File: src/hw/mmio_pkg.sv
package mmio_pkg;

   // ------------------------------
   // Widths
   // ------------------------------
   localparam int ADDR_W      = 12;   // 4 KB window per function
   localparam int TAG_W       = 8;
   localparam int FN_W        = 2;
   localparam int REQ_ID_W    = 16;
   localparam int CSR_DATA_W  = 64;
   localparam int CPL_LEN_W   = 2;    // Length in dwords, 1 or 2
   localparam int LOW_ADDR_W  = 7;

   localparam int NUM_FUNCS   = 2;
   localparam int NUM_CPL_SRC = 3;    // Two functions plus the UR path
   localparam int UR_SRC      = 2;    // Arbiter input of the router
   localparam int SRC_IDX_W   = $clog2(NUM_CPL_SRC);

   typedef logic [ADDR_W-1:0]     addr_t;
   typedef logic [TAG_W-1:0]      tag_t;
   typedef logic [FN_W-1:0]       fn_t;
   typedef logic [REQ_ID_W-1:0]   req_id_t;
   typedef logic [CSR_DATA_W-1:0] csr_data_t;

   typedef enum logic [2:0] {
      CPL_SC = 3'b000,   // Successful completion
      CPL_UR = 3'b001    // Unsupported request
   } cpl_status_t;

   // A one-dword write carries its data in bits 31..0
   typedef struct packed {
      logic      wr;
      fn_t       fn;
      tag_t      tag;
      req_id_t   req_id;
      addr_t     addr;
      logic      len2;    // Set for a 2-dword access
      csr_data_t data;
   } mmio_req_t;

   typedef struct packed {
      fn_t                   fn;
      tag_t                  tag;
      req_id_t               req_id;
      cpl_status_t           status;
      logic [CPL_LEN_W-1:0]  len;
      logic [LOW_ADDR_W-1:0] low_addr;
      csr_data_t             data;
   } mmio_cpl_t;

   // ------------------------------
   // Register map, decoded on bits 11..3
   // ------------------------------
   localparam addr_t DFH_ADDR     = 12'h000;
   localparam addr_t GUID_L_ADDR  = 12'h008;
   localparam addr_t GUID_H_ADDR  = 12'h010;
   localparam addr_t SCRATCH_ADDR = 12'h018;

   // Type 1, end of list, id 0, version 0, no next header
   localparam csr_data_t DFH_VALUE = {4'h1, 19'h0, 1'b1, 24'h0, 4'h0, 12'h0};

   localparam csr_data_t VIRTIO_GUID_L = 64'hb9abefbd90b970c4;
   localparam csr_data_t VIRTIO_GUID_H = 64'h1aae155cacc54210;
   localparam csr_data_t NULL_GUID_L   = 64'haa31f54a3e403501;
   localparam csr_data_t NULL_GUID_H   = 64'h3e7b60a0df2d4850;

   localparam logic [31:0] DEBUG_RESET = 32'hdeadbeef;
   localparam logic [31:0] DEBUG_STRAY = 32'hbbbbbbbb;

   // Completion header taken from the request it answers
   function automatic mmio_cpl_t make_cpl(input mmio_req_t   req,
                                          input cpl_status_t status,
                                          input csr_data_t   data);
      mmio_cpl_t cpl;
      cpl.fn       = req.fn;
      cpl.tag      = req.tag;
      cpl.req_id   = req.req_id;
      cpl.status   = status;
      cpl.len      = req.len2 ? 2'd2 : 2'd1;
      cpl.low_addr = req.addr[LOW_ADDR_W-1:0];
      cpl.data     = data;
      return cpl;
   endfunction

endpackage
File: src/hw/mmio_port_top.sv
`timescale 1ns/100ps

module mmio_port_top (
   input  logic                 clk,
   input  logic                 rst_n,
   input  mmio_pkg::mmio_req_t  i_req,
   input  logic                 i_req_valid,
   output logic                 o_req_ready,
   output mmio_pkg::mmio_cpl_t  o_cpl,
   output logic                 o_cpl_valid,
   input  logic                 i_cpl_ready
);
   import mmio_pkg::*;

   mmio_req_t               func_req;
   logic [NUM_FUNCS-1:0]    func_deliver;
   logic [NUM_FUNCS-1:0]    func_free;
   mmio_cpl_t               src_cpl [NUM_CPL_SRC];
   logic [NUM_CPL_SRC-1:0]  src_valid;
   logic [NUM_CPL_SRC-1:0]  src_taken;

   mmio_req_router u_router (
      .clk (clk), .rst_n (rst_n),
      .i_req (i_req), .i_req_valid (i_req_valid), .o_req_ready (o_req_ready),
      .i_func_free (func_free), .o_func_req (func_req), .o_func_deliver (func_deliver),
      .o_ur_cpl (src_cpl[UR_SRC]), .o_ur_valid (src_valid[UR_SRC]),
      .i_ur_taken (src_taken[UR_SRC])
   );

   // Function 0 reports virtio, function 1 the null GUID
   null_func #(.USE_VIRTIO_GUID (1)) u_func0 (
      .clk (clk), .rst_n (rst_n),
      .i_req (func_req), .i_deliver (func_deliver[0]), .o_free (func_free[0]),
      .o_cpl (src_cpl[0]), .o_cpl_valid (src_valid[0]), .i_cpl_taken (src_taken[0])
   );

   null_func #(.USE_VIRTIO_GUID (0)) u_func1 (
      .clk (clk), .rst_n (rst_n),
      .i_req (func_req), .i_deliver (func_deliver[1]), .o_free (func_free[1]),
      .o_cpl (src_cpl[1]), .o_cpl_valid (src_valid[1]), .i_cpl_taken (src_taken[1])
   );

   cpl_arbiter u_arb (
      .clk (clk), .rst_n (rst_n),
      .i_src_cpl (src_cpl), .i_src_valid (src_valid), .o_src_taken (src_taken),
      .o_cpl (o_cpl), .o_cpl_valid (o_cpl_valid), .i_cpl_ready (i_cpl_ready)
   );

endmodule

File: src/hw/cpl_arbiter.sv
`timescale 1ns/100ps

module cpl_arbiter (
   input  logic                              clk,
   input  logic                              rst_n,
   input  mmio_pkg::mmio_cpl_t               i_src_cpl [mmio_pkg::NUM_CPL_SRC],
   input  logic [mmio_pkg::NUM_CPL_SRC-1:0]  i_src_valid,
   output logic [mmio_pkg::NUM_CPL_SRC-1:0]  o_src_taken,
   output mmio_pkg::mmio_cpl_t               o_cpl,
   output logic                              o_cpl_valid,
   input  logic                              i_cpl_ready
);
   import mmio_pkg::*;

   logic [SRC_IDX_W-1:0]  ptr_q;       // Last winner
   logic [SRC_IDX_W-1:0]  win_idx;
   logic                  win_found;
   logic                  out_free;
   logic                  out_load;

   // ------------------------------
   // Round-robin pick
   // ------------------------------
   always_comb begin
      int unsigned idx;
      win_found = 1'b0;
      win_idx   = ptr_q;
      // Search starts just after the last winner
      for (int k = 1; k <= NUM_CPL_SRC; k++) begin
         idx = (int'(ptr_q) + k) % NUM_CPL_SRC;
         if (!win_found && i_src_valid[idx]) begin
            win_found = 1'b1;
            win_idx   = SRC_IDX_W'(idx);
         end
      end
   end

   assign out_free = ~o_cpl_valid | i_cpl_ready;
   assign out_load = out_free & win_found;

   always_comb begin
      o_src_taken = '0;
      if (out_load)
         o_src_taken[win_idx] = 1'b1;
   end

   // Output register
   always_ff @(posedge clk) begin
      if (!rst_n) begin
         o_cpl_valid <= 1'b0;
         ptr_q       <= SRC_IDX_W'(NUM_CPL_SRC - 1);   // Source 0 goes first
      end else if (out_load) begin
         o_cpl_valid <= 1'b1;
         ptr_q       <= win_idx;
      end else if (i_cpl_ready) begin
         o_cpl_valid <= 1'b0;
      end
   end

   always_ff @(posedge clk) begin
      if (out_load)
         o_cpl <= i_src_cpl[win_idx];
   end

   a_taken_onehot: assert property (@(posedge clk) disable iff (!rst_n)
      $onehot0(o_src_taken));

   a_cpl_stable: assert property (@(posedge clk) disable iff (!rst_n)
      o_cpl_valid && !i_cpl_ready |=> o_cpl_valid && $stable(o_cpl));

endmodule

File: src/hw/null_func.sv
`timescale 1ns/100ps

module null_func #(
   parameter int USE_VIRTIO_GUID = 0   // 1 reports the virtio GUID
) (
   input  logic                 clk,
   input  logic                 rst_n,
   input  mmio_pkg::mmio_req_t  i_req,
   input  logic                 i_deliver,
   output logic                 o_free,
   output mmio_pkg::mmio_cpl_t  o_cpl,
   output logic                 o_cpl_valid,
   input  logic                 i_cpl_taken
);
   import mmio_pkg::*;

   csr_data_t     scratch_q;
   logic [31:0]   debug_q;
   csr_data_t     reg_val;
   csr_data_t     rd_data;
   logic          is_mapped;
   logic          is_scratch;
   logic          upper_dw;    // 1-dword access to bits 63..32
   logic          wr_en;
   logic          rd_en;

   assign wr_en    = i_deliver &  i_req.wr;
   assign rd_en    = i_deliver & ~i_req.wr;
   assign upper_dw = ~i_req.len2 & i_req.addr[2];

   // ------------------------------
   // Register decode and read mux
   // ------------------------------
   always_comb begin
      is_mapped  = 1'b1;
      is_scratch = 1'b0;
      case (i_req.addr[11:3])
         DFH_ADDR[11:3]: begin
            reg_val = DFH_VALUE;
         end
         GUID_L_ADDR[11:3]: begin
            reg_val = (USE_VIRTIO_GUID != 0) ? VIRTIO_GUID_L : NULL_GUID_L;
         end
         GUID_H_ADDR[11:3]: begin
            reg_val = (USE_VIRTIO_GUID != 0) ? VIRTIO_GUID_H : NULL_GUID_H;
         end
         SCRATCH_ADDR[11:3]: begin
            reg_val    = scratch_q;
            is_scratch = 1'b1;
         end
         default: begin
            // Debug word on top, byte address below
            reg_val   = {debug_q, {(32 - ADDR_W){1'b0}}, i_req.addr};
            is_mapped = 1'b0;
         end
      endcase

      if (i_req.len2)
         rd_data = reg_val;
      else if (upper_dw)
         rd_data = {32'h0, reg_val[63:32]};
      else
         rd_data = {32'h0, reg_val[31:0]};
   end

   // ------------------------------
   // CSR writes
   // ------------------------------
   always_ff @(posedge clk) begin
      if (!rst_n) begin
         scratch_q <= '0;
         debug_q   <= DEBUG_RESET;
      end else if (wr_en) begin
         if (is_scratch) begin
            if (i_req.len2)
               scratch_q <= i_req.data;
            else if (upper_dw)
               scratch_q[63:32] <= i_req.data[31:0];
            else
               scratch_q[31:0] <= i_req.data[31:0];
         end else if (!is_mapped) begin
            debug_q <= DEBUG_STRAY;   // Stray write marker
         end
         // DFH and GUID are read only
      end
   end

   // Completion slot
   always_ff @(posedge clk) begin
      if (!rst_n) begin
         o_cpl_valid <= 1'b0;
      end else if (rd_en) begin
         o_cpl_valid <= 1'b1;
      end else if (i_cpl_taken) begin
         o_cpl_valid <= 1'b0;
      end
   end

   always_ff @(posedge clk) begin
      if (rd_en)
         o_cpl <= make_cpl(i_req, CPL_SC, rd_data);
   end

   assign o_free = ~o_cpl_valid;

   // Router must hold requests while the slot is occupied
   a_no_deliver_when_full: assert property (@(posedge clk) disable iff (!rst_n)
      i_deliver |-> !o_cpl_valid);

endmodule

File: src/hw/mmio_req_router.sv
`timescale 1ns/100ps

module mmio_req_router (
   input  logic                            clk,
   input  logic                            rst_n,
   input  mmio_pkg::mmio_req_t             i_req,
   input  logic                            i_req_valid,
   output logic                            o_req_ready,
   input  logic [mmio_pkg::NUM_FUNCS-1:0]  i_func_free,
   output mmio_pkg::mmio_req_t             o_func_req,
   output logic [mmio_pkg::NUM_FUNCS-1:0]  o_func_deliver,
   output mmio_pkg::mmio_cpl_t             o_ur_cpl,
   output logic                            o_ur_valid,
   input  logic                            i_ur_taken
);
   import mmio_pkg::*;

   mmio_req_t              stage_q;
   logic                   stage_valid_q;
   logic                   stage_pop;
   logic                   fn_hit;        // Function number is implemented
   logic                   target_free;
   logic [NUM_FUNCS-1:0]   deliver_d;
   logic                   ur_deliver_d;
   logic                   ur_deliver_q;

   // ------------------------------
   // Target decode
   // ------------------------------
   always_comb begin
      fn_hit      = 1'b0;
      target_free = 1'b1;    // Stray writes just drain
      for (int i = 0; i < NUM_FUNCS; i++) begin
         if (stage_q.fn == fn_t'(i)) begin
            fn_hit = 1'b1;
            // A delivery in flight fills the slot on the next edge
            target_free = i_func_free[i] & ~o_func_deliver[i];
         end
      end
      if (!fn_hit && !stage_q.wr)
         target_free = ~o_ur_valid & ~ur_deliver_q;

      stage_pop = stage_valid_q & target_free;
      for (int i = 0; i < NUM_FUNCS; i++)
         deliver_d[i] = stage_pop & (stage_q.fn == fn_t'(i));
      ur_deliver_d = stage_pop & ~fn_hit & ~stage_q.wr;
   end

   assign o_req_ready = ~stage_valid_q | stage_pop;

   // Request stage
   always_ff @(posedge clk) begin
      if (!rst_n) begin
         stage_valid_q <= 1'b0;
      end else if (o_req_ready) begin
         stage_valid_q <= i_req_valid;
      end
   end

   always_ff @(posedge clk) begin
      if (i_req_valid && o_req_ready)
         stage_q <= i_req;
      if (stage_pop)
         o_func_req <= stage_q;   // Shared bus to both functions and the UR slot
   end

   // ------------------------------
   // Delivery strobes and UR slot
   // ------------------------------
   always_ff @(posedge clk) begin
      if (!rst_n) begin
         o_func_deliver <= '0;
         ur_deliver_q   <= 1'b0;
         o_ur_valid     <= 1'b0;
      end else begin
         o_func_deliver <= deliver_d;
         ur_deliver_q   <= ur_deliver_d;
         if (ur_deliver_q)
            o_ur_valid <= 1'b1;
         else if (i_ur_taken)
            o_ur_valid <= 1'b0;
      end
   end

   always_ff @(posedge clk) begin
      if (ur_deliver_q)
         o_ur_cpl <= make_cpl(o_func_req, CPL_UR, '0);   // Zero data on UR
   end

   a_deliver_onehot: assert property (@(posedge clk) disable iff (!rst_n)
      $onehot0(o_func_deliver));

endmodule

File: config.mk
export PLATFORM = sky130hd
export DESIGN_NAME = mmio_port_top
export DESIGN_NICKNAME = d
export VERILOG_FILES = /design/src/hw/mmio_pkg.sv /design/src/hw/mmio_port_top.sv /design/src/hw/cpl_arbiter.sv /design/src/hw/null_func.sv /design/src/hw/mmio_req_router.sv
export SDC_FILE = /design/constraint.sdc
export NUM_CORES = 1
export LEC_CHECK = 0
export CELL_PAD_IN_SITES_DETAIL_PLACEMENT = 1
export CELL_PAD_IN_SITES_GLOBAL_PLACEMENT = 1
export CORE_UTILIZATION = 45
export DETAILED_ROUTE_END_ITERATION = 8
export DONT_BUFFER_PORTS = 1
export MAX_ROUTING_LAYER = met4
export PLACE_DENSITY_LB_ADDON = 0.1
export SYNTH_ARGS = -nofsm -noshare
export SYNTH_HDL_FRONTEND = slang
export SYNTH_SLANG_ARGS = --single-unit
File: constraint.sdc
create_clock -name clk -period 11.4 [get_ports clk]
set_clock_uncertainty 0.1 [all_clocks]
set_input_delay 0.57 -clock clk [delete_from_list [all_inputs] [get_ports clk]]
set_output_delay 0.57 -clock clk [all_outputs]
set_load 0.03 [all_outputs]
==> run summary, run 1 <==
Post-Place Worst Slack -> 7.07 ns
Deepest clock path buffer count -> 3
Slack of the critical path -> 7.11 ns
Number of synthesized flops with an enable pin -> 541
Drt via density -> 5.51
CORE AREA -> 0.0554 sq mm
Hold Path Stages -> 2
Tcrit/Tclk final -> 0.377
Cells on worst reg2reg path -> 7
Vias -> 14800
Worst Max-Slew Pin Slew -> 1.11 ns
Post-Syn Instances -> 1792
Row count -> 86
DP Wirelength -> 41700 microns
Worst-path clk slew -> 0.06 ns
Clk sinks -> 683
Min cycle time layout -> 4.29 ns
IO Pins -> 212
Pre-antenna DRT Iters -> 5
Yosys reg bits -> 683
Placement Cell Area -> 0.0261 sq mm
Full die area -> 0.0574 sq mm
Post-route cell area -> 0.0295 sq mm
Ratio of cells with drive above 1 in the final layout -> 0.0774
Arrival time worst endpoint -> 4.63 ns
MaxCap Viol Count -> 0
Worst setup SP type -> flip-flop
TritonCTS clock tree -> done
H-tree Lvls -> 3
Yosys top cell area share -> 0.639
Layout area overhead -> 16.3%
Cells after DPL -> 2447
Ant diodes -> 0
Synth warn -> 0
CTS Buf Count -> 73
Leakage -> 9.72 nW
Non-Filler Instances -> 2686
CP endpoint kind -> flip-flop
Status -> complete, no violations
Commonest cells in the netlist -> edfxtp_1, nor2_1, nand2_1, a21oi_1, dfxtp_1
Total Wirelength -> 65800 microns
Initial DRC Count -> 1159
Maximum vdd drop -> 0.177 mV
IO Port Bufs -> 0
Max FO, Critical Path -> 32
Routed Antenna Nets -> 0
Die W -> 240 microns
Largest net degree at the start of global routing -> 87
NumNets Final -> 1990
Dominant synthesized flop cell -> edfxtp_1
Worst Path Required -> 11.74 ns
Synthesized area -> 0.0254 sq mm
Hold Crit Class -> input pin to flip-flop
Final hold violation count -> 0
Hold_sp -> i_req_valid
Postcts setup bufs -> 0
Final core utilization -> 0.533
Clock Latency Late Sink -> 0.62 ns
GRT overflow -> 0
Max-slew headroom -> 0.258
Die span in y -> 240 microns
DR WL/cell -> 24.5 microns
Sequential element share of the synthesized area -> 0.751
Final setup fails -> 0
Count leader, synth -> edfxtp_1
Avg Inst Size Synth -> 14.2 sq um
Initial antenna violation count -> 0
Synth cell types -> 57
Launching point of the worst reg2reg path -> u_router.o_func_req[71]
Setup TNS -> 0 ns
Power per cell area -> 212 mW/mm^2
DRC -> 0
Gr usage total -> 0.238
Initial Util -> 0.459
Vias in the first global route -> 14900
Max Freq -> 0.233 GHz
RSZ-0062 raised after global routing -> no
CTS root buf -> clkbuf_16
Cell taking the most area after synthesis -> edfxtp_1
Pins Over Slew Limit -> 0
First-pass GRT wire length -> 97300 microns
Synth top area cells -> edfxtp_1, dfxtp_1, mux2i_1
Critical path type -> flip-flop to flip-flop
Post-synthesis async set-or-reset flop share -> 0
Setup crit start -> u_router.o_func_req[71]
Filler cells -> 5323
GP Congestion -> 0.853
[sequential cells by signal, summed over array words and instances, names as in the netlist]
register	count
u_func0.o_cpl_valid	1
u_func1.debug_q	2
u_arb.o_cpl_valid	1
u_router.o_ur_cpl	35
u_router.o_func_req	104
u_router.stage_q	104
u_func0.debug_q	2
u_router.o_func_deliver	2
u_router.o_ur_valid	1
u_func1.o_cpl_valid	1
u_router.ur_deliver_q	1
u_func1.o_cpl	99
u_func1.scratch_q	64
u_func0.o_cpl	99
u_arb.ptr_q	2
u_func0.scratch_q	64
u_arb.o_cpl	100
u_router.stage_valid_q	1
[path summary, 6_finish.rpt]
path | to | slack, ns
worst min register to register | u_router.o_func_req[47] | 0.31
worst max-delay path | u_func0.scratch_q[0] | 7.11
worst max register to register | u_func0.scratch_q[0] | 7.11
worst min-delay path | u_router.stage_valid_q | 0.11
[metrics by stage]
stage	total power, mW	hold WS, ns
5_1_grt	6.45	0.115
6_report	6.25	0.110
4_1_cts	6.32	0.0769
2_1_floorplan	3.71	0.300
3_5_place_dp	3.88	0.305
3_3_place_gp	3.87	0.303
[final cells by class]
class | count | area (sq um) | share of cell area
clock buffers | 97 | 2060 | 0.0698
well taps | 748 | 936 | 0.0317
repair buffers | 130 | 1240 | 0.0419
multi-input cells | 978 | 5790 | 0.196
inverters | 13 | 52.6 | 0.00178
flip-flops and latches | 683 | 19100 | 0.646
clock inverters | 37 | 379 | 0.0128
[power by group]
| group | switching, mW | internal (mW) | total (mW) |
|---|---|---|---|
| logic | 0.374 | 0.164 | 0.537 |
| clock network | 0.949 | 1.45 | 2.40 |
| registers | 0.348 | 2.96 | 3.31 |
[critical path, cell delays in order, from the launching register on]
cell and delay, ns:
edfxtp_1 0.46, nor2_1 0.22, nand4_1 0.65, buf_4 0.47, nor3_2 0.81, nand3_2 0.94
nand2_1 0.32, a21oi_1 0.10
[layout by cell type, fill, tap and decap left out, types with 4 or more instances in the layout]
cell type / instances
o2bb2ai_1: 36
dfxtp_1: 141
clkinv_1: 17
a31oi_1: 13
a221oi_1: 4
dlygate4sd3_1: 105
clkbuf_8: 4
a22oi_1: 5
o211ai_1: 13
clkinv_2: 12
a211oi_1: 74
bufinv_16: 8
edfxtp_1: 541
and2_1: 11
nand2_1: 179
o21ai_0: 64
nand2b_1: 8
inv_1: 10
clkbuf_1: 15
mux2i_1: 133
nor2_1: 205
clkbuf_16: 78
nand3_1: 9
o22ai_1: 16
a21boi_0: 5
a21oi_1: 151
buf_4: 25
[routing by layer]
metal  global-route usage  share of wire
met1                0.348           0.48
met2                0.338           0.44
met3               0.0454          0.063
met4               0.0666          0.024
met5                    -              0
[timing repair]
item	in CTS	in global routing
endpoints found under the hold margin	110	0
gates resized for setup	0	0
hold buffers	105	0
[cells by family after synthesis]
logic type / Yosys count / synth area share
buffers and inverters: 132 / 0.0245
AND/OR/NAND/NOR: 437 / 0.0694
multiplexers: 133 / 0.0524
other: 1 / 0.000148
AO/OA/AOI/OAI: 403 / 0.101
flip-flops: 683 / 0.751
adder cells (fa/ha/maj): 3 / 0.00148
(Power assumes the default switching activity.)
==> inputs of run 2 (changes only) <==
--- a/config.mk
+++ b/config.mk
@@ -5,6 +5,7 @@
 export SDC_FILE = /design/constraint.sdc
 export NUM_CORES = 1
 export LEC_CHECK = 0
+export ABC_AREA = 1
 export CELL_PAD_IN_SITES_DETAIL_PLACEMENT = 1
 export CELL_PAD_IN_SITES_GLOBAL_PLACEMENT = 1
 export CORE_UTILIZATION = 45
==> constraint.sdc (replaced) <==
create_clock -name clk -period 4 [get_ports clk]
set_clock_uncertainty 0.1 [all_clocks]
set_input_delay 0.2 -clock clk [delete_from_list [all_inputs] [get_ports clk]]
set_output_delay 0.2 -clock clk [all_outputs]
set_load 0.03 [all_outputs]
==> run 2 against run 1 <==
Against the previous run:
- critical path depth unchanged
- sequential share of layout area down 1.1 points
- clock power rose to 2.9 times the previous value
- via count up 9.3%
- global-route usage up 0.96 points
- synthesized area up 0.85%
- non-clock buffer count up 21
- setup slack worse by 6.1 ns
- total power rose to 3.1 times the previous value
==> run summary, run 2 <==
Count leader, synth -> edfxtp_1
Largest regs -> u_router.o_func_req: 104 flops, u_router.stage_q: 104 flops, u_arb.o_cpl: 100 flops
Pre-antenna DRT Iters -> 5
Hold slack -> 0.0595 ns
Yosys reg bits -> 683
Arrival time worst endpoint -> 3.21 ns
Max-slew headroom -> 0.248
Vias in the first global route -> 16100
Pins Over Slew Limit -> 0
Post-route cell area -> 0.0300 sq mm
Max FO, Critical Path -> 20
Hold_buf cts -> 109
Most common cell after layout, fill and taps aside -> edfxtp_1
XOR/XNOR Fraction of Synth Area -> 0
Combinational family with the most area after synthesis -> simple AND/OR/NAND/NOR gates
DP Wirelength -> 45000 microns
Synth cell types -> 40
Worst-path clk slew -> 0.06 ns
Simple-Gate Fraction of Synth Area -> 0.123
Final setup fails -> 0
Deepest clock path buffer count -> 3
Number of synthesized flops with an enable pin -> 541
Critical path type -> flip-flop to flip-flop
Post-cts repair resize count -> 0
Die span in y -> 241 microns
Sequential element share of the synthesized area -> 0.745
Cells after DPL -> 2787
Synth Area in Adders -> 0.00146
Synthesized area -> 0.0256 sq mm
CTS Buf Count -> 72
Setup TNS -> 0 ns
Avg Inst Size Synth -> 12.1 sq um
Largest net degree at the start of global routing -> 103
Row count -> 87
Commonest non-fill, non-tap cells in the layout -> edfxtp_1, nand2_1, nand3_1
Placement Cell Area -> 0.0265 sq mm
Synth warn -> 0
Min cycle time layout -> 3.00 ns
IO Port Bufs -> 0
Commonest cells in the netlist -> edfxtp_1, nand2_1, nand3_1, a21oi_1, dfxtp_1
Filler cells -> 5718
NumNets Final -> 2325
Die W -> 241 microns
CP endpoint kind -> flip-flop
Total Wirelength -> 69000 microns
Worst Path Required -> 4.21 ns
Initial DRC Count -> 1039
GRT overflow -> 0
Cells on worst reg2reg path -> 7
IO Pins -> 212
Vias -> 16200
DRC -> 0
Clock Latency Late Sink -> 0.61 ns
Worst setup SP type -> flip-flop
Dominant synthesized flop cell -> edfxtp_1
Tcrit/Tclk final -> 0.749
Postcts setup bufs -> 0
Worst Max-Slew Pin Slew -> 1.13 ns
Synth top area cells -> edfxtp_1, dfxtp_1, nand2_1
Clk sinks -> 683
Post-Syn Instances -> 2110
Ratio of cells with drive above 1 in the final layout -> 0.0859
Post-synthesis mux area share -> 0
Full die area -> 0.0579 sq mm
Drt via density -> 5.34
Initial Util -> 0.455
Max Freq -> 0.334 GHz
CORE AREA -> 0.0563 sq mm
Hold Path Stages -> 2
Ant diodes -> 0
Final hold violation count -> 0
Non-Filler Instances -> 3027
Initial antenna violation count -> 0
Maximum vdd drop -> 0.515 mV
Cell taking the most area after synthesis -> edfxtp_1
Gr usage total -> 0.248
Yosys top cell area share -> 0.634
TritonCTS clock tree -> done
GP Congestion -> 0.924
Status -> complete, no violations
First-pass GRT wire length -> 103000 microns
Post-synthesis compound-gate area fraction -> 0.0852
H-tree Lvls -> 3
CTS root buf -> clkbuf_16
Leakage -> 10.7 nW
Hold Crit Class -> input pin to flip-flop
MaxCap Viol Count -> 0
RSZ-0062 raised after global routing -> no
Routed Antenna Nets -> 0
Power per cell area -> 646 mW/mm^2
Layout area overhead -> 17.2%
Post-synthesis async set-or-reset flop share -> 0
DR WL/cell -> 22.8 microns
==> run 2: where the power goes <==
group          switching, mW  internal, mW
registers               1.43          8.72
clock network           2.79          4.11
logic                   1.74         0.624
total                   5.96          13.5
==> run 2: metal layers <==
layer / GRT usage / up-vias / wire, microns
met5: - / - / 0
met4: 0.0674 / 0 / 1240
met3: 0.0395 / 79 / 3950
met2: 0.345 / 460 / 29800
met1: 0.374 / 8048 / 34000
li1: - / 7586 / -
==> run 2: path summary, 6_finish.rpt <==
check / slack (ns) / startpoint / to
setup / recovery: 1.00 / u_router.o_func_req[71] / u_func0.o_cpl[16]
hold reg to reg: 0.31 / u_router.stage_q[28] / u_router.o_func_req[28]
setup reg to reg: 1.00 / u_router.o_func_req[71] / u_func0.o_cpl[16]
hold / removal: 0.06 / rst_n / u_router.o_ur_valid
==> run 2: logic make-up (layout without fill, tap and decap cells) <==
logic type	Yosys count	count (layout)
compound gates	410	410
other cells	1	2
flops	683	683
simple gates	743	743
buf+inv	270	430
fa+ha+maj	3	3
==> run 2: cell type report <==
cell class,count,area [sq um],share of cell area
Clock buffer,92,1980,0.0660
Clock inverter,39,452,0.0150
Inverter,148,563,0.0187
Multi-Input combinational cell,1158,5410,0.180
Sequential cell,683,19100,0.635
Tap cell,756,946,0.0315
Timing Repair Buffer,151,1600,0.0532
==> run 2: metrics by stage <==
| step | power [mW] | worst slack [ns] | utilization |
|---|---|---|---|
| final | 19.4 | 1.00 | 0.534 |
| after global routing | 20.1 | 0.787 | 0.534 |
| after CTS | 19.6 | 1.03 | 0.534 |
| after detailed placement | 12.6 | 1.07 | 0.471 |
| after global placement | 12.6 | 1.17 | 0.471 |
| after floorplan | 11.8 | 0.104 | - |
==> run 2: critical path, stage by stage, from the launching register on <==
cell      delay [ns]
edfxtp_1        0.50
or2_1           0.31
nor3_2          0.26
nand2_2         0.29
nand3_2         0.39
nand2_2         0.38
a21oi_1         0.34
o21ai_0         0.13
